<file path="src/common/fragmentPkg.sv">
//////////////////////////////
// Shared types and constants for the texturing subsystem
// Coordinates are signed 1.15, channels are 8-bit unsigned
// Texture is fixed at 16x16 texels, no filtering
//////////////////////////////
package fragmentPkg;

    //////////////////////////////
    // Sizes and latencies
    //////////////////////////////
    localparam int subPixelWidth = 8;
    localparam int texSize = 16;

    // Texel fetch, from index register to returned data
    localparam int texelLatency = 6;
    // Two register stages in the combiner
    localparam int envLatency = 2;
    // Decode stage plus fetch plus combiner
    localparam int pipeLatency = 1 + texelLatency + envLatency;

    //////////////////////////////
    // Host address map, word addresses
    //////////////////////////////
    localparam logic [11:0] adrControl = 12'h000;
    localparam logic [11:0] adrEnvColor = 12'h001;
    // Texels at 0x100..0x1FF, index = t*16 + s
    localparam logic [11:0] adrTexBase = 12'h100;

    //////////////////////////////
    // Data types
    //////////////////////////////
    typedef struct packed {
        logic [subPixelWidth-1:0] r;
        logic [subPixelWidth-1:0] g;
        logic [subPixelWidth-1:0] b;
        logic [subPixelWidth-1:0] a;
    } pixel_t;

    typedef struct packed {
        logic valid;
        pixel_t color;
        logic signed [15:0] s;
        logic signed [15:0] t;
    } fragment_t;

    // Codes 5..7 fall back to REPLACE
    typedef enum logic [2:0] {
        REPLACE = 3'd0,
        MODULATE = 3'd1,
        DECAL = 3'd2,
        BLEND = 3'd3,
        ADD = 3'd4
    } texEnvFunc_t;

    // Clamp bits: 1 clamps to edge, 0 repeats
    typedef struct packed {
        texEnvFunc_t envFunc;
        logic clampS;
        logic clampT;
        pixel_t envColor;
    } conf_t;

    // Wishbone classic, host to slave
    typedef struct packed {
        logic cyc;
        logic stb;
        logic we;
        logic [11:0] adr;
        logic [31:0] dat;
    } wbReq_t;

    // Wishbone classic, slave to host
    typedef struct packed {
        logic [31:0] dat;
        logic ack;
    } wbRsp_t;

endpackage

</file>
<file path="src/design/valueDelay.sv">
//////////////////////////////
// Fixed-depth register chain, depth must be at least 1
// Reset clears every stage
//////////////////////////////
`timescale 1ns/1ps

module valueDelay
#(
    parameter type payload_t = logic,
    parameter int depth = 1
)
(
    input logic aclk,
    input logic rst,
    input payload_t in,
    output payload_t out
);

    payload_t chain [depth];

    always_ff @(posedge aclk)
    begin
        if (rst)
        begin
            // Flags in the chain come up low
            for (int i = 0; i < depth; i++)
                chain[i] <= '0;
        end
        else
        begin
            chain[0] <= in;
            for (int i = 1; i < depth; i++)
                chain[i] <= chain[i-1];
        end
    end

    // Last stage
    assign out = chain[depth-1];

endmodule

</file>
<file path="src/texEnv/texEnv.sv">
//////////////////////////////
// Texture environment combiner, latency envLatency
// REPLACE, MODULATE, DECAL, BLEND, ADD
// Products are truncated by a shift of 8
// Unknown function codes act as REPLACE
//////////////////////////////
`timescale 1ns/1ps

module texEnv
    import fragmentPkg::*;
(
    input logic aclk,
    input logic rst,
    input texEnvFunc_t func,
    input pixel_t texSrcColor,
    input pixel_t primaryColor,
    input pixel_t envColor,
    output pixel_t color
);

    localparam int prodWidth = 2 * subPixelWidth;
    localparam int hiBit = prodWidth - 1;

    // Index 3 is red, index 0 is alpha
    typedef logic [3:0][subPixelWidth-1:0] channels_t;

    channels_t tCh;
    channels_t pCh;
    channels_t eCh;
    channels_t tInv;

    assign tCh = texSrcColor;
    assign pCh = primaryColor;
    assign eCh = envColor;
    // 255 - x, as a plain bit inversion
    assign tInv = ~tCh;

    //////////////////////////////
    // Stage 1
    //////////////////////////////
    logic [3:0][prodWidth-1:0] modProd;
    logic [3:1][prodWidth-1:0] decalSum;
    logic [3:1][prodWidth-1:0] blendSum;
    // One carry bit for saturation
    logic [3:1][subPixelWidth:0] addSum;
    pixel_t s1Texel;
    logic [subPixelWidth-1:0] s1PrimAlpha;
    texEnvFunc_t s1Func;

    // Every function computed, picked in stage 2
    always_ff @(posedge aclk)
    begin
        // P*T, all four channels
        for (int i = 0; i < 4; i++)
            modProd[i] <= pCh[i] * tCh[i];
        for (int i = 1; i < 4; i++)
        begin
            // T*Ta + P*(255-Ta), never above 255*255
            decalSum[i] <= tCh[i] * tCh[0] + pCh[i] * tInv[0];
            // P*(255-T) + E*T
            blendSum[i] <= pCh[i] * tInv[i] + eCh[i] * tCh[i];
            addSum[i] <= pCh[i] + tCh[i];
        end
        s1Texel <= texSrcColor;
        s1PrimAlpha <= pCh[0];
    end

    // Function follows its data
    always_ff @(posedge aclk)
    begin
        if (rst)
            s1Func <= REPLACE;
        else
            s1Func <= func;
    end

    //////////////////////////////
    // Stage 2
    //////////////////////////////
    channels_t result;

    always_comb
    begin
        // REPLACE and unmapped codes
        result = s1Texel;
        case (s1Func)
            MODULATE:
            begin
                for (int i = 0; i < 4; i++)
                    result[i] = modProd[i][hiBit -: subPixelWidth];
            end
            DECAL:
            begin
                for (int i = 1; i < 4; i++)
                    result[i] = decalSum[i][hiBit -: subPixelWidth];
                // Alpha stays primary
                result[0] = s1PrimAlpha;
            end
            BLEND:
            begin
                for (int i = 1; i < 4; i++)
                    result[i] = blendSum[i][hiBit -: subPixelWidth];
                result[0] = modProd[0][hiBit -: subPixelWidth];
            end
            ADD:
            begin
                // Clip at full scale on carry
                for (int i = 1; i < 4; i++)
                    result[i] = addSum[i][subPixelWidth] ? '1 : addSum[i][subPixelWidth-1:0];
                result[0] = modProd[0][hiBit -: subPixelWidth];
            end
            default:
                ;
        endcase
    end

    always_ff @(posedge aclk)
    begin
        color <= result;
    end

endmodule

</file>
<file path="src/fragmentPipeline/fragmentPipeline.sv">
//////////////////////////////
// One fragment per clock, latency pipeLatency, no stall
// Config sampled at decode, in-flight fragments keep theirs
// Positive 1.15 values stay below 1.0, so the upper clamp
// never has to act
//////////////////////////////
`timescale 1ns/1ps

module fragmentPipeline
    import fragmentPkg::*;
(
    input logic aclk,
    input logic rst,
    input conf_t conf,
    input fragment_t fragIn,
    output logic [7:0] texelIndex,
    input pixel_t texel,
    output logic outValid,
    output pixel_t outColor
);

    // Index bits per axis, taken from the top of the fraction
    localparam int idxBits = $clog2(texSize);

    // Negative goes to zero in clamp mode, raw bits in repeat mode
    function automatic logic [15:0] clampCoord(input logic [15:0] coord, input logic clamp);
        logic [15:0] result;
        result = coord;
        if (clamp && coord[15])
            result = '0;
        return result;
    endfunction

    //////////////////////////////
    // Decode
    //////////////////////////////
    logic [15:0] sCoord;
    logic [15:0] tCoord;
    logic decValid;
    pixel_t decColor;
    conf_t decConf;

    assign sCoord = clampCoord(fragIn.s, conf.clampS);
    assign tCoord = clampCoord(fragIn.t, conf.clampT);

    always_ff @(posedge aclk)
    begin
        if (rst)
        begin
            decValid <= 1'b0;
            texelIndex <= '0;
        end
        else
        begin
            decValid <= fragIn.valid;
            // Row major, t*16 + s
            texelIndex <= {tCoord[14 -: idxBits], sCoord[14 -: idxBits]};
        end
    end

    // Color and config ride along with the index
    always_ff @(posedge aclk)
    begin
        decColor <= fragIn.color;
        decConf <= conf;
    end

    //////////////////////////////
    // Latency matching
    //////////////////////////////
    pixel_t exColor;
    conf_t exConf;

    // Primary color waits for the texel fetch
    valueDelay #(.payload_t(pixel_t), .depth(texelLatency)) colorDelay (
        .aclk(aclk),
        .rst(rst),
        .in(decColor),
        .out(exColor)
    );

    // Function and env color, kept per fragment
    valueDelay #(.payload_t(conf_t), .depth(texelLatency)) funcDelay (
        .aclk(aclk),
        .rst(rst),
        .in(decConf),
        .out(exConf)
    );

    // Valid bypasses fetch and combiner, pipeLatency - 1 stages
    valueDelay #(.payload_t(logic), .depth(texelLatency + envLatency)) validDelay (
        .aclk(aclk),
        .rst(rst),
        .in(decValid),
        .out(outValid)
    );

    //////////////////////////////
    // Execute
    //////////////////////////////
    texEnv combiner (
        .aclk(aclk),
        .rst(rst),
        .func(exConf.envFunc),
        .texSrcColor(texel),
        .primaryColor(exColor),
        .envColor(exConf.envColor),
        .color(outColor)
    );

    //////////////////////////////
    // Result
    //////////////////////////////
    // Combiner output register is the pipeline output
    // Valid path must line up with the data path end to end
    validLatency: assert property (@(posedge aclk) disable iff (rst)
        outValid == $past(fragIn.valid && !rst, pipeLatency))
        else $error("fragmentPipeline: outValid out of step with fragIn.valid");

endmodule

</file>
<file path="config.mk">
export PLATFORM = sky130hd
export DESIGN_NAME = fragmentPipeline
export DESIGN_NICKNAME = d
export VERILOG_FILES = /design/src/common/fragmentPkg.sv /design/src/design/valueDelay.sv /design/src/texEnv/texEnv.sv /design/src/fragmentPipeline/fragmentPipeline.sv
export SDC_FILE = /design/constraint.sdc
export NUM_CORES = 2
export LEC_CHECK = 0
export BUFFER_PORTS_ARGS = -buffer_cell sky130_fd_sc_hd__buf_2
export CORE_ASPECT_RATIO = 0.75
export CORE_MARGIN = 5
export CORE_UTILIZATION = 34
export CTS_BUF_LIST = sky130_fd_sc_hd__clkbuf_4 sky130_fd_sc_hd__clkbuf_8 sky130_fd_sc_hd__clkbuf_16
export DETAILED_ROUTE_END_ITERATION = 8
export GPL_TIMING_DRIVEN = 0
export SYNTH_ARGS = -nofsm -noshare
export SYNTH_HDL_FRONTEND = slang
export SYNTH_SLANG_ARGS = --single-unit
</file>
<file path="constraint.sdc">
create_clock -name aclk -period 5.8 [get_ports aclk]
set_input_delay 0.87 -clock aclk [delete_from_list [all_inputs] [get_ports aclk]]
set_output_delay 0.87 -clock aclk [all_outputs]
set_load 0.01 [all_outputs]
</file>
; After elaboration in Yosys (flattened, before gate mapping)
; Memories as Yosys holds them, arrays and structs flattened.
; Cells that the tools add are included.
; Widths: inputs -> output; s select.
[classes]
bitwise_logic = 21
add_sub_neg = 9
n_eq_ne = 4
reduce_logical = 4
mux = 27
multipliers = 16
[ops]
columns = op, n
row1 = $mul 8x8->16, 16
row2 = $mux 37, 6
row3 = $mux 32, 6
row4 = $pmux 32 s4, 1
row5 = $add 16x16->16, 6
row6 = $not 32->32, 1
row7 = $add 8x8->9, 3
row8 = $mux 8, 3
row9 = $or 1x1->1, 20
row10 = $mux 1, 11
row11 = $eq 3x2->1 const B, 2
row12 = $reduce_or 2->1, 2
row13 = $eq 3x1->1 const B, 1
row14 = $eq 3x3->1 const B, 1
row15 = $logic_and 1x1->1, 2
[word_totals]
mem_bits_rw = 422
wordCells = 121
memories = 3
in_bits = 136
regBits = 340
out_inout_bits = 41
[memory_table]
columns = name, depth, width, rd, rd_clocked_by_memory_dff, write_ports, line_no
row1 = funcDelay.chain, 6, 37, 6, 0, 6, valueDelay.sv:19  ; payload_t chain [depth];
row2 = colorDelay.chain, 6, 32, 6, 0, 6, valueDelay.sv:19
row3 = validDelay.chain, 8, 1, 8, 0, 8, valueDelay.sv:19

; Logic depth before layout (Yosys ltp)
[logic_depth]
ltp_word = 3
mapped_depth = 23
depth_no_buf = 21

; By module
; From an unflattened synthesis, not the netlist that was laid out.
[unflattened]
hier_cells = 5253
area_unflattened_um2 = 51608.2
[modules_own_cells]
columns = module, area_per_inst_um2, seq_area_each_um2, cells_each, n_inst
row1 = texEnv, 38145.3, 3643.5, 4206, 1
row2 = valueDelay at funcDelay, 6226.0, 4444.3, 505, 1
row3 = valueDelay at colorDelay, 5388.9, 3843.7, 437, 1
row4 = fragmentPipeline, 1637.8, 1561.5, 89, 1
row5 = valueDelay at validDelay, 210.2, 160.2, 16, 1

; Worst setup path before layout
; OpenSTA, ideal clock, no wires.
[synth_timing]
kind = input port to flip-flop
startpoint = input port texel[12] (netlist name)
endpoint = register combiner.blendSum[15] (netlist name)
t_required_ns = 5.673
path_slack_ns = -0.380
n_path_buf = 1
stages = 19
arrival_time_ns = 6.053
setup_time_ns = 0.127
cell_sequence = clkbuf_1 -> inv_1 -> ha_1 -> fa_1 -> inv_1 -> fa_1 -> inv_1 -> fa_1 -> fa_1 -> fa_1 -> inv_1 -> fa_1 -> inv_1 -> ha_1 -> or4_1 -> o22ai_1 -> a21oi_1 -> and4_1 -> or3_1
[synth_via]
elab_chain_len = 3
elab_cells_between_ends = 4
cone_classes = add/sub: 1 / mul: 2 / bitwise: 1
[synth_lines]
columns = item, line_no
row1 = from (decl), fragmentPipeline.sv:17  ; input pixel_t texel,
row2 = $not 32->32, texEnv.sv:36  ; assign tInv = ~tCh;
row3 = $mul 8x8->16, texEnv.sv:61  ; blendSum[i] <= pCh[i] * tInv[i] + eCh[i] * tCh[i];
row4 = $add 16x16->16 *, texEnv.sv:61
row5 = "to (signal, indexed assignment)", texEnv.sv:61
row6 = to (decl), texEnv.sv:43  ; logic [3:1][prodWidth-1:0] blendSum;
; Every way passes the cells marked *; elsewhere a longest branch is shown, timed or not.
; A chain may end at the register's enable or synchronous reset.

; Final worst setup path
[layout_timing]
startpoint = input port texel[1] (netlist name)
endpoint = register combiner.decalSum[47] (netlist name)
[layout_via]
elab_chain_len = 3
elab_cells_between_ends = 4
cone_classes = add/sub: 1 / mul: 2 / bitwise: 1
[layout_lines]
columns = item, line_no
row1 = $not 32->32, texEnv.sv:36
row2 = $mul 8x8->16, texEnv.sv:59  ; decalSum[i] <= tCh[i] * tCh[0] + pCh[i] * tInv[0];
row3 = $add 16x16->16 *, texEnv.sv:59
row4 = "to (signal, indexed assignment)", texEnv.sv:59
row5 = to (decl), texEnv.sv:42  ; logic [3:1][prodWidth-1:0] decalSum;
; Marks and branches as above.

==> results_dict.tcl <==
set metrics [dict create \
    status "complete, but fails checks" \
    violations "capacitance limit" \
    placementRows 121 \
    fin_crit_ps 5710 \
    postSynth.asyncResetShare_pct 0 \
    grt_max_degree 16 \
    ant_nets 0 \
    worstMarginPinSlew_ps 1480 \
    dieArea_um2 153000 \
    clock_sinks 612 \
    crit_required_ps 6400 \
    ys_seq_area_share_pct 24.8 \
    cts_tree "done" \
    final_core_util_pct 39.2 \
    ir_drop_uv 225 \
    dpl.hpwl_um 108000 \
    power_density_nw_per_um2 208 \
    relSlewSlack_pct 0.818 \
    postSynthCellCount 5088 \
    end_kind "flip-flop" \
    grt_usage_pct 18.2 \
    synth.area.top_cells "fa_1 29%, dfxtp_1 25%, ha_1 14%, inv_1 8.1%, nor2b_1 7.2%" \
    hold_viol 0 \
    clockRootBuffer "clkbuf_16" \
    numCtsBuffers 69 \
    die_w_um 450 \
    ys.flop_type "dfxtp_1" \
    area_delta_synth_final_pct 14.8 \
    synth_nets 6477 \
    grt_pass1_vias 35900 \
    port_buffers 145 \
    yosysUniqueCellTypes 58 \
    drv_cap 1 \
    cts.clk_slew.worst_paths_ps 60 \
    r2r_start "colorDelay.chain[0][172]" \
    rsz0062_at_grt "true" \
    core_region_area_um2 145000 \
    first_iter_violations 2087 \
    setup_viol 0 \
    clkLatencyLatePin_ps 680 \
    drc 0 \
    finalInstanceArea_um2 56700 \
    drive_gt1_share_pct 10.4 \
    final_max_slew_viol_count 0 \
    finalCritPeriodShare_pct 98.5 \
    gr-total-overflow 0 \
    wl_per_cell_um 18.8 \
    grt_pass1_wl_um 213000 \
    whs_ps 301 \
    ioPinCount 177 \
    avgViaCountPerCell 4.62 \
    routed-via-count 33700 \
    first_pass_iters 5 \
    initial_core_util_pct 34.1 \
    leakagePower_nw 28.2 \
    synth_common_cells "1066 x inv_1, 713 x fa_1, 612 x dfxtp_1" \
    crit_fanout 12 \
    final_nets 6732 \
    ctsHoldBuffers 0 \
    clk_path_buf_depth 3 \
    synth_most_common_cell "inv_1" \
    die_h_um 340 \
    yosysTopAreaCell "fa_1" \
    tns_ps 0 \
    holdCritPathClass "primary input to flip-flop" \
    critPathKind "primary input to flip-flop" \
    worstPathArrival_ps 6320 \
    max_freq_ghz 0.175 \
    totalWireLength_um 137000 \
    fill_cells 14400 \
    min_from "conf[21]" \
    critPathLaunchType "primary input" \
    ys_warn_count 0 \
    syn_area_um2 49400 \
    antenna_found_initial 17 \
    placed_area_um2 52700 \
    synth-edff-count 0 \
    syn_area_per_cell_um2 9.70 \
    ctsHtreeMaxLevel 3 \
    synth_top_area_share_pct 28.9 \
    finalClockSkew_ps 38.7 \
    place.gp.congestion 0.883 \
    synth_seq_cells 612 \
    startpoint "texel[1]" \
]
-- metal layers --
metal	wire, um	global-route usage, %	vias to the layer above	share of wire [%]
li1	-	-	15600	-
met1	60900	25.1	16700	44
met2	60000	28.1	1189	44
met3	12100	4.81	228	8.8
met4	4370	5.60	8	3.2
met5	54	0	-	0.039
-- cell usage in the layout (no fill, tap or decap), types with 9 or more instances in the layout --
master	netlist	routed
dfxtp_1	612	589
buf_6	0	30
inv_6	0	9
fa_1	713	705
nand4_1	30	30
xor2_1	25	25
nand3_1	13	13
a21oi_1	63	57
nor2b_1	568	563
buf_4	0	72
buf_8	0	20
nor2_1	95	94
clkbuf_4	0	41
o21a_1	11	11
nand2b_1	68	68
dfxtp_4	0	20
o21bai_1	22	22
inv_1	1066	1051
ha_1	540	532
o21ai_0	67	64
and2_1	362	360
a22oi_1	26	25
clkinvlp_4	0	15
a211oi_1	14	12
xnor2_1	86	84
clkbuf_1	207	66
buf_2	0	134
nand2_1	386	384
and3_1	9	9
clkbuf_2	0	18
clkbuf_8	0	28
clkbuf_16	0	71
-- path summary, 6_finish.rpt --
check                                  to  cells past startpoint  slack (ps)
setup reg to reg    combiner.blendSum[15]                     18         100
hold reg to reg   combiner.s1PrimAlpha[5]                      0         370
hold / removal                decConf[21]                      1         300
setup / recovery    combiner.decalSum[47]                     18          90
-- critical path: stages --
cell	delay [ps]
clkbuf_4	250
clkbuf_8	270
nand2b_1	150
fa_2	480
fa_1	510
inv_1	50
fa_1	560
fa_2	450
fa_1	530
fa_1	440
ha_1	320
o21a_1	200
o21ai_1	120
nand2b_1	130
a31o_4	270
or3_4	350
a31oi_4	220
xnor2_2	120
-- stage by stage --
| step | cells | total power, W | setup slack [ps] |
|---|---|---|---|
| after floorplan | 5088 | 0.00636 | -53.7 |
| after global placement | 7139 | 0.00710 | -1390 |
| after detailed placement | 7139 | 0.00715 | -1420 |
| after CTS | 7274 | 0.0118 | 0.501 |
| after global routing | 7306 | 0.0125 | -59.3 |
| final | 7310 | 0.0118 | 86.4 |
-- sequential cells by signal, summed over array words and instances, names as in the netlist --
| register | flops |
|---|---|
| colorDelay.chain | 192 |
| funcDelay.chain | 162 |
| combiner.color | 32 |
| combiner.modProd | 32 |
| combiner.s1Texel | 32 |
| decColor | 32 |
| combiner.addSum | 27 |
| decConf | 27 |
| combiner.blendSum | 24 |
| combiner.decalSum | 24 |
| combiner.s1PrimAlpha | 8 |
| texelIndex | 8 |
| validDelay.chain | 8 |
| combiner.s1Func | 3 |
| decValid | 1 |
-- cell families (layout without fill, tap and decap cells) --
group           Yosys count  after routing  share of synthesized area [%]
flops                   612            612                           24.8
buf+inv                1281           1589                           9.74
compound gates          260            260                           3.40
simple gates           1571           1571                           17.5
fa+ha+maj              1253           1253                           42.6
other cells               0              8                              0
xor+xnor                111            111                           1.97
-- cell type report --
class	count	area (um2)	area share, %
plain buffers	206	1700	2.99
multi-input cells	3195	32600	57.6
clock buffers	89	1940	3.42
clock inverters	35	464	0.819
repair buffers	192	1150	2.02
diodes	8	20.0	0.0353
well taps	1906	2380	4.21
inverters	1067	4050	7.15
flip-flops and latches	612	12300	21.8
-- power breakdown --
| group | internal (W) | leakage, nW | switching (W) |
|---|---|---|---|
| logic | 0.00113 | 21.9 | 0.00159 |
| clock network | 0.00261 | 1.18 | 0.00195 |
| registers | 0.00443 | 5.05 | 0.0000658 |
-- timing repair --
item	4_1_cts	5_1_grt
resized for setup	250	270
pin swaps	4	27
endpoints found under the setup margin	52	26
buffers inserted	13	33
cloned	0	1
Power figures use the tool's default switching activity.
