==> config.mk <==
export PLATFORM = sky130hd
export DESIGN_NAME = confRegs
export DESIGN_NICKNAME = d
export VERILOG_FILES = /design/src/common/fragmentPkg.sv /design/src/design/confRegs.sv
export SDC_FILE = /design/constraint.sdc
export NUM_CORES = 1
export LEC_CHECK = 0
export ABC_AREA = 0
export BUFFER_PORTS_ARGS = -buffer_cell sky130_fd_sc_hd__buf_2
export CORE_MARGIN = 5
export CORE_UTILIZATION = 46
export CTS_BUF_LIST = sky130_fd_sc_hd__clkbuf_16
export DETAILED_ROUTE_END_ITERATION = 8
export GPL_ROUTABILITY_DRIVEN = 0
export PLACE_DENSITY_LB_ADDON = 0.1
export SYNTH_ARGS = -nofsm -noshare
export SYNTH_HDL_FRONTEND = slang
export SYNTH_SLANG_ARGS = --single-unit
==> constraint.sdc <==
create_clock -name aclk -period 2.4 [get_ports aclk]
set_clock_uncertainty 0.1 [all_clocks]
set_input_delay 0 -clock aclk [delete_from_list [all_inputs] [get_ports aclk]]
set_output_delay 0 -clock aclk [all_outputs]
set_load 0.01 [all_outputs]
==> src/common/fragmentPkg.sv <==
//////////////////////////////
// Shared types and constants for the texturing subsystem
// Coordinates are signed 1.15, channels are 8-bit unsigned
// Texture is fixed at 16x16 texels, no filtering
//////////////////////////////
package fragmentPkg;

    //////////////////////////////
    // Sizes and latencies
    //////////////////////////////
    localparam int subPixelWidth = 8;
    localparam int texSize = 16;

    // Texel fetch, from index register to returned data
    localparam int texelLatency = 6;
    // Two register stages in the combiner
    localparam int envLatency = 2;
    // Decode stage plus fetch plus combiner
    localparam int pipeLatency = 1 + texelLatency + envLatency;

    //////////////////////////////
    // Host address map, word addresses
    //////////////////////////////
    localparam logic [11:0] adrControl = 12'h000;
    localparam logic [11:0] adrEnvColor = 12'h001;
    // Texels at 0x100..0x1FF, index = t*16 + s
    localparam logic [11:0] adrTexBase = 12'h100;

    //////////////////////////////
    // Data types
    //////////////////////////////
    typedef struct packed {
        logic [subPixelWidth-1:0] r;
        logic [subPixelWidth-1:0] g;
        logic [subPixelWidth-1:0] b;
        logic [subPixelWidth-1:0] a;
    } pixel_t;

    typedef struct packed {
        logic valid;
        pixel_t color;
        logic signed [15:0] s;
        logic signed [15:0] t;
    } fragment_t;

    // Codes 5..7 fall back to REPLACE
    typedef enum logic [2:0] {
        REPLACE = 3'd0,
        MODULATE = 3'd1,
        DECAL = 3'd2,
        BLEND = 3'd3,
        ADD = 3'd4
    } texEnvFunc_t;

    // Clamp bits: 1 clamps to edge, 0 repeats
    typedef struct packed {
        texEnvFunc_t envFunc;
        logic clampS;
        logic clampT;
        pixel_t envColor;
    } conf_t;

    // Wishbone classic, host to slave
    typedef struct packed {
        logic cyc;
        logic stb;
        logic we;
        logic [11:0] adr;
        logic [31:0] dat;
    } wbReq_t;

    // Wishbone classic, slave to host
    typedef struct packed {
        logic [31:0] dat;
        logic ack;
    } wbRsp_t;

endpackage

==> src/design/confRegs.sv <==
//////////////////////////////
// Wishbone classic slave, single-cycle ack
// Host must hold cyc and stb until ack
// Texel addresses are write-only and read zero
// Unmapped addresses ack, ignore writes, read zero
//////////////////////////////
`timescale 1ns/1ps

module confRegs
    import fragmentPkg::*;
(
    input logic aclk,
    input logic rst,
    input wbReq_t wbIn,
    output wbRsp_t wbOut,
    output conf_t conf,
    output logic texWe,
    output logic [7:0] texIndex,
    output pixel_t texData
);

    logic ack;
    logic access;
    logic isTex;
    logic [31:0] readMux;
    logic [31:0] rdData;

    // New request, skipping the cycle where ack is already up
    assign access = wbIn.cyc && wbIn.stb && !ack;

    // Texel window 0x100..0x1FF
    assign isTex = wbIn.adr[11:8] == adrTexBase[11:8];

    //////////////////////////////
    // Texture write path
    //////////////////////////////
    // Lands in memory on the same edge that raises ack
    assign texWe = access && wbIn.we && isTex;
    assign texIndex = wbIn.adr[7:0];
    assign texData = wbIn.dat;

    //////////////////////////////
    // Handshake
    //////////////////////////////
    always_ff @(posedge aclk)
    begin
        if (rst)
            ack <= 1'b0;
        else
            ack <= access;
    end

    //////////////////////////////
    // Configuration registers
    //////////////////////////////
    always_ff @(posedge aclk)
    begin
        if (rst)
            // REPLACE, repeat on both axes, black env color
            conf <= '0;
        else if (access && wbIn.we)
        begin
            case (wbIn.adr)
                adrControl:
                begin
                    conf.envFunc <= texEnvFunc_t'(wbIn.dat[2:0]);
                    conf.clampS <= wbIn.dat[3];
                    conf.clampT <= wbIn.dat[4];
                end
                adrEnvColor:
                    conf.envColor <= wbIn.dat;
                default:
                    ;
            endcase
        end
    end

    //////////////////////////////
    // Read data
    //////////////////////////////
    always_comb
    begin
        readMux = '0;
        case (wbIn.adr)
            adrControl:
                readMux = {27'd0, conf.clampT, conf.clampS, conf.envFunc};
            adrEnvColor:
                readMux = conf.envColor;
            default:
                ;
        endcase
    end

    // Captured with ack, held valid while ack is high
    always_ff @(posedge aclk)
    begin
        if (access)
            rdData <= readMux;
    end

    assign wbOut = '{dat: rdData, ack: ack};

endmodule

-- Word level (Yosys, flattened, before mapping)
Index checks and enable logic that the tools add are counted.
- output and inout bits: 111
- bits of input ports: 49
- logic and storage cells: 20
- flip-flop bits (word level): 70
- muxes and demuxes: 1
- equality and inequality tests: 2
- reduce and logical (&&, ||, !) cells: 8
- operator list (kind ; number):
    one-hot mux 32 bit (2 select lines) ; 1
    == test 12 x 1 -> 1 bit (second input constant) ; 1
    logical NOT 12 bit ; 1
    == test 4 x 1 -> 1 bit (second input constant) ; 1
    logical AND 1 bit ; 4
    AND reduction 2 bit ; 2
    logical NOT 1 bit ; 1

-- Longest topological paths before layout
Gate-level depths: netlist of the first run.
- word-level depth: 4
- depth in mapped cells: 6
- depth with buffers taken out: 3

-- Worst setup path after synthesis of the first run
OpenSTA, ideal clock, no wires.
- kind: register to register
- start point: register ack
- end point: register rdData[0] (enable)
- period minus slack after synthesis: 2.208 ns
- cell stages (with the launch flop): 2
- data arrival time: 1.687 ns
- path slack: 0.192 ns
- required time: 1.879 ns
- buffers on the path: 0
- setup time: 0.421 ns
- path through: dfxtp_1 > nor2_1
- cells in the longest elaborated chain, start to end: 2
- RTL lines (what ; line ; RTL):
    start, declared ; confRegs.sv:22 ; logic ack;
    start signal, assigned ; confRegs.sv:50 ; ack <= access;
    logical NOT 1 bit ; confRegs.sv:29 ; assign access = wbIn.cyc && wbIn.stb && !ack;
    logical AND 1 bit ; confRegs.sv:29 ;
    named net access ; confRegs.sv:23 ; logic access;
    end signal, assigned ; confRegs.sv:98 ; rdData <= readMux;
    end, declared ; confRegs.sv:26 ; logic [31:0] rdData;
The timed path passes the listed nets, and every way through them passes these cells.
A chain may end at the register's enable or synchronous reset.

-- Worst setup path in the final report of the first run
- start point: register ack
- end point: register conf[19] (netlist bit)
- cells in the longest elaborated chain, start to end: 4
- RTL lines (what ; line ; RTL):
    logical NOT 1 bit ; confRegs.sv:29 ;
    logical AND 1 bit ; confRegs.sv:29 ;
    logical AND 1 bit ; confRegs.sv:61 ; else if (access && wbIn.we)
    AND reduction 2 bit (no source line) ; -- ;
    end, declared ; confRegs.sv:16 ; output conf_t conf,
No other way between the ends.

==> results of run 1 <==
[routing by layer]
| metal | vias to the layer above | share of wire | GRT usage |
|---|---|---|---|
| met1 | 1114 | 0.40 | 0.1841 |
| met3 | 6 | 0.083 | 0.06534 |
| met4 | 0 | 0.0099 | 0.06490 |
| met2 | 94 | 0.51 | 0.2854 |
| li1 | 1208 | - | - |
| met5 | - | 0 | 0 |
[logic make-up (layout without fill, tap and decap cells)]
logic type,after synthesis,after routing,synth area share
and+or+nand+nor,115,115,0.2232
muxes,42,42,0.1269
DFF,70,70,0.5196
buffers and inverters,56,212,0.1303
[report_power, final]
part,leakage [µW],internal [µW],total (µW),switching [µW]
Combinational,0.00122,131,250,119
Clock,0.000164,1010,1490,482
Sequential,0.000605,1260,1270,5.80
Total,0.00199,2400,3010,606
[registers in the layout, indices dropped and copies added, names as in the netlist]
register / cells
ack: 1
rdData: 32
conf: 37
[final cells by class]
| type | instances | area [µm²] | share of cell area |
|---|---|---|---|
| clock buffer | 9 | 225.2 | 0.04978 |
| clock inverter | 7 | 113.9 | 0.02517 |
| sequential | 70 | 1722 | 0.3805 |
| timing repair buffer | 196 | 1171 | 0.2588 |
| multi-input combinational | 157 | 1169 | 0.2583 |
| tap | 99 | 123.9 | 0.02738 |
[worst max-delay path: stages (launching register included)]
cell and delay (ns):
dfxtp_1 0.35, and4b_1 0.30, and4_2 0.26, buf_12 0.25, mux2i_1 0.23
[cell usage after synthesis]
master    instances
buf_4            41
nor3_1            2
nand3_1           1
nor4_4            2
edfxtp_1         32
dfxtp_1          38
nand2b_1         69
mux2i_1          42
and4b_1           1
clkbuf_1          7
and4_1            2
nor4b_1           1
buf_2             3
buf_6             2
buf_12            3
nor2_1            6
nand4_1           1
and2_1           27
nand2_1           1
and3_1            1
nor4_1            1
[what timing repair did]
item | in CTS | in global routing
hold buffers | 34 | 0
hold endpoints to repair | 38 | 0
setup endpoints to repair | 0 | 0
[cell usage in the layout, fill, tap and decap left out, drive strengths merged, types with 2 or more instances in the layout]
| cell type | synthesis | layout |
|---|---|---|
| buf | 49 | 162 |
| nand2b | 69 | 69 |
| mux2i | 42 | 42 |
| dfxtp | 38 | 38 |
| dlygate4sd3 | 0 | 34 |
| edfxtp | 32 | 32 |
| and2 | 27 | 27 |
| clkbuf | 7 | 9 |
| nor2 | 6 | 6 |
| bufinv | 0 | 3 |
| nor4 | 3 | 3 |
| nor3 | 2 | 2 |
| and4 | 2 | 2 |
| clkinv | 0 | 2 |
[worst max-delay path by stage]
stage / start / end / slack (ns) / cells past startpoint
2_1_floorplan: ack$_SDFF_PP0_ / rdData[0]$_DFFE_PN_ / 0.19 / 1
3_3_place_gp: ack$_SDFF_PP0_ / conf[3]$_SDFFE_PP0P_ / 0.90 / 4
3_5_place_dp: ack$_SDFF_PP0_ / conf[26]$_SDFFE_PP0P_ / 0.83 / 4
4_1_cts: ack$_SDFF_PP0_ / conf[19]$_SDFFE_PP0P_ / 0.82 / 4
5_1_grt: ack$_SDFF_PP0_ / conf[16]$_SDFFE_PP0P_ / 0.75 / 4
6_report: ack$_SDFF_PP0_ / conf[19]$_SDFFE_PP0P_ / 0.83 / 4
[stage by stage]
step	utilization	area, µm²
6_report	0.6339	4524
3_3_place_gp	0.5387	3845
2_1_floorplan	-	3313
5_1_grt	0.6339	4524
3_5_place_dp	0.5387	3845
4_1_cts	0.6339	4524
==> impl_metrics.json, run 1 <==
{
  "maxCapViolations": 0,
  "fillerInstances": 615,
  "rsz0062_at_grt": "false",
  "dp_slack_ns": 0.8344,
  "clkSlewWorstSetupHoldPaths_ns": 0.06,
  "worstHoldStart": "wbIn[32]",
  "synthDistinctLibCells": 21,
  "nNetsFinal": 483,
  "first_pass_iters": 4,
  "slew_headroom": 0.4199,
  "dp_cells": 488,
  "track_usage": 0.1662,
  "reg2reg_from": "ack$_SDFF_PP0_",
  "reg2reg_to": "conf[19]$_SDFFE_PP0P_",
  "yosysWarnings": 0,
  "crit_type": "reg -> reg",
  "start_kind": "register",
  "setup_viol": 0,
  "ios": 160,
  "setup_ws_ns": 0.8259,
  "hold_violations": 0,
  "drc": 0,
  "ys_ff_latch": 70,
  "drt.antenna.violating_nets": 0,
  "grt_pass1_vias": 2522,
  "port_buffers": 159,
  "drt_iter0_markers": 66,
  "root_buffer": "clkbuf_16",
  "cts_buffers": 9,
  "hold_ws_ns": 0.08285,
  "hold_path_class": "in -> reg",
  "n_antenna_cell": 0,
  "period_share": 0.6559,
  "viasPerCell": 4.502,
  "timing.fmax_mhz": 635.3,
  "end_kind": "register",
  "cts.sink_count": 70,
  "syn_area_mm2": 0.003313,
  "grt_max_degree": 71,
  "row_count": 31,
  "hold_end": "rdData[3]$_DFFE_PN_",
  "holdPathStages": 3,
  "dp_hpwl_um": 5067,
  "synth.top_cell.area_share": 0.2900,
  "clock_latency_ns": 0.32,
  "final.setup.tns_ns": 0,
  "wl_um": 7495,
  "die_w_um": 94.87,
  "rr_worst_depth": 4,
  "fin_cells": 538,
  "synthTopCellsByArea": "edfxtp_1, dfxtp_1, nand2b_1, mux2i_1, buf_4",
  "final_layout_size_suffix_gt1_frac": 0.4100,
  "htree_num_levels": 3,
  "syn2layout_area_growth_pct": 36.56,
  "powerDensity_mw_per_mm2": 665.4,
  "die_h_um": 94.87,
  "syn-num-nets": 332,
  "post-route-min-period_ns": 1.574,
  "core_area_mm2": 0.007137,
  "final_max_slew_viol_count": 0,
  "synthCells": 283,
  "yosysSeqAreaShare": 0.5196,
  "status": "finished clean",
  "tritoncts": "done",
  "rrSetupSlack_ns": 0.83,
  "grt_pass1_wl_um": 11480,
  "dieArea_mm2": 0.008999,
  "power_uw": 3011,
  "grt-ovfl-total": 0,
  "ir_drop_mv": 0.4285,
  "max_slew.worst_pin.slew_ns": 0.8702,
  "cts_resized": 0,
  "start_util": 0.4642,
  "p_leak_uw": 0.001988,
  "routedWlPerCell_um": 13.93,
  "crit_fanout": 32,
  "antenna_found_initial": 0,
  "yosysTopAreaCell": "edfxtp_1",
  "vias": 2422,
  "clock_path_buffers": 2,
  "worst-endpoint-required_ns": 2.54,
  "syn_area_per_cell_um2": 11.71,
  "post_cts_buffers": 0,
  "crit_arrival_ns": 1.71
}
Power figures use the tool's default switching activity.
==> inputs of run 2 (changes only) <==
Settings changed: ABC_AREA 0 to 1, CORE_UTILIZATION 46 to 47.
Clock period 2.4 ns to 1.65 ns, I/O delays scaled along.
==> impl_metrics.json, run 2 <==
{
  "crit_arrival_ns": 1.48,
  "grt-ovfl-total": 0,
  "reg2reg_to": "conf[33]$_SDFFE_PP0P_",
  "syn_area_per_cell_um2": 7.687,
  "root_buffer": "clkbuf_16",
  "reg.largest.list": "conf (37), rdData (32), ack (1)",
  "slew_headroom": 0.5817,
  "cts.sink_count": 70,
  "clock_path_buffers": 2,
  "drt_iter0_markers": 149,
  "synth.most_common_cell": "inv_1",
  "end_kind": "output port",
  "syn_area_mm2": 0.003428,
  "rr_worst_depth": 8,
  "fin_cells": 706,
  "nNetsFinal": 651,
  "grt_max_degree": 38,
  "vias": 3105,
  "setup_ws_ns": 0.07257,
  "drt.antenna.violating_nets": 0,
  "timing.critical_path.buf_inv": 3,
  "worst-endpoint-required_ns": 1.55,
  "hold_violations": 0,
  "powerDensity_mw_per_mm2": 837.7,
  "grt_pass1_vias": 3098,
  "period_share": 0.9560,
  "dieArea_mm2": 0.009102,
  "wl_um": 8829,
  "synth_edf_count": 32,
  "critPathSlowestCell": "dfxtp_1",
  "holdPathStages": 7,
  "crit_fanout": 18,
  "largest_register": "conf",
  "dp_cells": 656,
  "power_frac_comb": 0.095,
  "routedWlPerCell_um": 12.51,
  "core_area_mm2": 0.007176,
  "track_usage": 0.2001,
  "grt_pass1_wl_um": 14080,
  "first_pass_iters": 4,
  "synthDistinctLibCells": 17,
  "ys_ff_latch": 70,
  "final_layout_size_suffix_gt1_frac": 0.3180,
  "max_stage_delay_ns": 0.31,
  "clock_latency_ns": 0.32,
  "dp_slack_ns": 0.2345,
  "synthCells": 446,
  "path_depth": 6,
  "antenna_found_initial": 0,
  "cts_buffers": 9,
  "yosysSeqAreaShare": 0.5022,
  "tritoncts": "done",
  "clkSlewWorstSetupHoldPaths_ns": 0.05,
  "placed_cell_area_mm2": 0.004094,
  "n_antenna_cell": 0,
  "maxCapViolations": 0,
  "rrSetupSlack_ns": 0.20,
  "cp_top_family": "simple AND/OR/NAND/NOR gates",
  "power_uw": 3942,
  "clockPowerShare": 0.437,
  "p_sw_frac": 0.2345,
  "dp_hpwl_um": 6109,
  "synthArstFlopShare": 0,
  "row_count": 31,
  "p_leak_uw": 0.002437,
  "reg2reg_from": "ack$_SDFF_PP0_",
  "crit_type": "reg -> out",
  "worstHoldStart": "wbIn[38]",
  "yosysWarnings": 0,
  "power_frac_seq": 0.467,
  "hold_end": "conf[29]$_SDFFE_PP0P_",
  "port_buffers": 159,
  "net-switching-power_uw": 924.6,
  "syn2layout_area_growth_pct": 37.26,
  "largest_reg_flops": 37,
  "drc": 0,
  "ir_drop_mv": 0.5072,
  "fillerInstances": 653,
  "post-route-min-period_ns": 1.577,
  "max_slew.worst_pin.slew_ns": 0.6265,
  "start_util": 0.4778,
  "layout_commonest_cell": "buf_2",
  "ios": 160,
  "final_max_slew_viol_count": 0,
  "setup_viol": 0,
  "viasPerCell": 4.398,
  "yosysTopAreaCell": "edfxtp_1",
  "crit_chain": "inv_1 -> nand3_1 -> nor2_4 -> buf_6 -> and3_1 -> buf_2",
  "synthTopCellsByArea": "edfxtp_1, dfxtp_1, inv_1, buf_4, nand2_1",
  "synthFlopType": "dfxtp_1",
  "syn-num-nets": 495,
  "hold_path_class": "in -> reg",
  "rsz0062_at_grt": "true",
  "die_w_um": 95.41,
  "fin_area_mm2": 0.004706,
  "timing.fmax_mhz": 633.9,
  "htree_num_levels": 3,
  "die_h_um": 95.41,
  "status": "finished clean",
  "synth.top_cell.area_share": 0.2803,
  "p_int_uw": 3018,
  "final_cell_mix": "buf_2, inv_1, nand2_1, nor2_1, dfxtp_1",
  "start_kind": "register",
  "synth_common_cells": "inv_1, nand2_1, nor2_1"
}
## run 2: area by class of cell
type	count	area, µm²	share of cell area
Tap cell	99	123.9	0.02632
Clock buffer	9	225.2	0.04786
Clock inverter	7	42.54	0.009040
Inverter	114	427.9	0.09093
Multi-Input combinational cell	201	889.6	0.1890
Sequential cell	70	1722	0.3659
Timing Repair Buffer	206	1275	0.2709
## run 2: per-stage QoR
stage,hold slack [ns],util,setup TNS (ns)
final,0.08453,0.6558,0
after global routing,0.1127,0.6558,-0.006079
after global placement,0.09900,0.5705,0
after floorplan,-0.02762,-,0
after CTS,0.07957,0.6553,0
after detailed placement,0.1003,0.5705,0
## run 2: worst max-delay path by stage
stage | startpoint | end
finish | ack$_SDFF_PP0_ | texWe
detailed placement | ack$_SDFF_PP0_ | conf[33]$_SDFFE_PP0P_
global route | ack$_SDFF_PP0_ | texWe
floorplan | ack$_SDFF_PP0_ | rdData[0]$_DFFE_PN_
global placement | ack$_SDFF_PP0_ | conf[32]$_SDFFE_PP0P_
CTS | ack$_SDFF_PP0_ | texWe
## run 2: cell families after synthesis
group | Yosys count | share of synthesized area
AND/OR/NAND/NOR | 196 | 0.2474
flip-flops | 70 | 0.5022
AO/OA/AOI/OAI | 5 | 0.009124
buffers and inverters | 175 | 0.2412
## run 2: power groups by stage
stage / clock network, µW / logic (µW) / registers, µW
2_1_floorplan: 0 / 189 / 1890
3_3_place_gp: 0 / 311 / 1880
3_5_place_dp: 0 / 315 / 1880
4_1_cts: 1750 / 376 / 1840
5_1_grt: 1820 / 413 / 1840
6_report: 1720 / 376 / 1840
## run 2: metal layers
layer	vias up	global-route usage	part of all wire
li1	1606	-	-
met1	1384	0.2370	0.41
met2	106	0.3586	0.50
met3	9	0.04420	0.078
met4	0	0.06398	0.012
met5	-	0	0
## run 2: what timing repair did
item / CTS / global route
setup endpoints to repair: 0 / 1
resized for setup: 0 / 1
endpoints found under the hold margin: 38 / 0
buffers inserted: 0 / 0
hold buffers: 34 / 0
## run 2: worst reg2reg max path: cells and delay by family, from the launching register on
family / cells / cell delay (ns)
buffers and inverters: 3 / 0.36
flip-flops: 1 / 0.31
AND/OR/NAND/NOR: 5 / 0.63
==> inputs of run 3 (changes only) <==
Settings changed: PLACE_DENSITY from default to 0.84, PLACE_DENSITY_LB_ADDON 0.1 to default.
==> impl_metrics.json, run 3 (synthesis results as in run 2) <==
{
  "crit_type": "reg -> out",
  "drt_iter0_markers": 125,
  "dieArea_mm2": 0.009102,
  "max_stage_delay_ns": 0.31,
  "rrSetupSlack_ns": 0.17,
  "rsz0062_at_grt": "true",
  "max_slew.worst_pin.slew_ns": 0.6101,
  "start_kind": "register",
  "timing.critical_path.buf_inv": 3,
  "die_h_um": 95.41,
  "root_buffer": "clkbuf_16",
  "hold_path_class": "in -> out",
  "clkSlewWorstSetupHoldPaths_ns": 0.05,
  "p_int_uw": 3343,
  "setup_ws_ns": 0.08758,
  "tritoncts": "done",
  "grt_pass1_wl_um": 14900,
  "reg2reg_to": "conf[35]$_SDFFE_PP0P_",
  "setup.worst_path.end": "texWe",
  "routedWlPerCell_um": 13.47,
  "setup_viol": 0,
  "hold_violations": 0,
  "final_layout_size_suffix_gt1_frac": 0.3185,
  "period_share": 0.9469,
  "port_buffers": 159,
  "final_cell_mix": "buf_2, inv_1, nand2_1, nor2_1, dfxtp_1",
  "dp_hpwl_um": 6321,
  "end_kind": "output port",
  "worst-endpoint-required_ns": 1.55,
  "timing.fmax_mhz": 640.0,
  "cts_buffers": 9,
  "layout_commonest_cell": "buf_2",
  "slew_headroom": 0.5927,
  "track_usage": 0.2132,
  "critPathSlowestCell": "dfxtp_1",
  "n_antenna_cell": 0,
  "cts.sink_count": 70,
  "die_w_um": 95.41,
  "core_area_mm2": 0.007176,
  "clock_path_buffers": 2,
  "hold_ws_ns": 0.09939,
  "post-route-min-period_ns": 1.562,
  "largest_reg_flops": 37,
  "power_frac_comb": 0.090,
  "clock_latency_ns": 0.33,
  "drc": 0,
  "vias": 3227,
  "crit_chain": "inv_1 -> nand3_1 -> nor2_4 -> buf_6 -> and3_1 -> buf_2",
  "rr_worst_depth": 8,
  "viasPerCell": 4.577,
  "grt_pass1_vias": 3300,
  "crit_arrival_ns": 1.46,
  "power_frac_seq": 0.430,
  "htree_num_levels": 3,
  "largest_register": "conf",
  "cp_top_family": "simple AND/OR/NAND/NOR gates",
  "dp_slack_ns": 0.1773,
  "powerDensity_mw_per_mm2": 903.0,
  "clockPowerShare": 0.480,
  "ir_drop_mv": 0.5554,
  "nNetsFinal": 650,
  "dp_cells": 655,
  "first_pass_iters": 4,
  "wl_um": 9495,
  "maxCapViolations": 0,
  "path_depth": 6,
  "drt.antenna.violating_nets": 0,
  "antenna_found_initial": 0,
  "reg2reg_from": "ack$_SDFF_PP0_",
  "syn2layout_area_growth_pct": 38.39,
  "p_leak_uw": 0.002448,
  "final_max_slew_viol_count": 0,
  "net-switching-power_uw": 941.3,
  "fin_area_mm2": 0.004745,
  "holdPathStages": 2,
  "crit_start": "ack$_SDFF_PP0_",
  "placed_cell_area_mm2": 0.004074,
  "row_count": 31,
  "crit_fanout": 16,
  "start_util": 0.4778,
  "grt-ovfl-total": 0,
  "grt_max_degree": 38,
  "final.setup.tns_ns": 0,
  "fin_cells": 705,
  "status": "finished clean",
  "p_sw_frac": 0.2197,
  "reg.largest.list": "conf (37), rdData (32), ack (1)",
  "ios": 160
}
==> run 3: cell count changes in the layout (fill, tap and decap cells not counted), sizes merged <==
cell    previous run  this run
buf              172       171
bufinv             0         2
clkinv             4         2
==> run 3: area by class of cell <==
type                       count  area (µm²)
sequential                    70        1722
tap                           99       123.9
inverter                     114       427.9
clock inverter                 7       97.59
clock buffer                   9       225.2
fill                         578        2431
timing repair buffer         205        1259
multi-input combinational    201       889.6
==> run 3: metal layers <==
metal  track usage  vias up  share of wire
met5             0        -              0
met4        0.1126        0          0.029
met3       0.04972       29          0.082
met2        0.3755      163           0.51
met1        0.2380     1430           0.38
li1              -     1605              -
==> run 3: what timing repair did <==
item,in CTS,in global routing
buffers inserted,0,0
gates resized for setup,0,2
hold buffers,34,0
hold endpoints to repair,38,0
endpoints found under the setup margin,0,3
==> run 3: power by group through the flow <==
stage | logic [µW] | clock network (µW) | registers [µW]
after floorplan | 189 | 0 | 1890
after global placement | 310 | 0 | 1880
after detailed placement | 317 | 0 | 1880
after CTS | 378 | 2090 | 1840
after global routing | 422 | 2180 | 1840
final | 386 | 2060 | 1840
==> run 3: worst min-delay path by stage <==
stage / startpoint / to
finish: wbIn[39] / texIndex[7]
global route: wbIn[38] / texIndex[6]
CTS: wbIn[39] / texIndex[7]
detailed placement: rst / ack$_SDFF_PP0_
global placement: rst / ack$_SDFF_PP0_
floorplan: rst / ack$_SDFF_PP0_
==> run 3: metrics by stage <==
stage | utilization | power (µW)
CTS | 0.6602 | 4309
finish | 0.6612 | 4284
detailed placement | 0.5677 | 2196
floorplan | - | 2084
global placement | 0.5677 | 2188
global route | 0.6612 | 4447
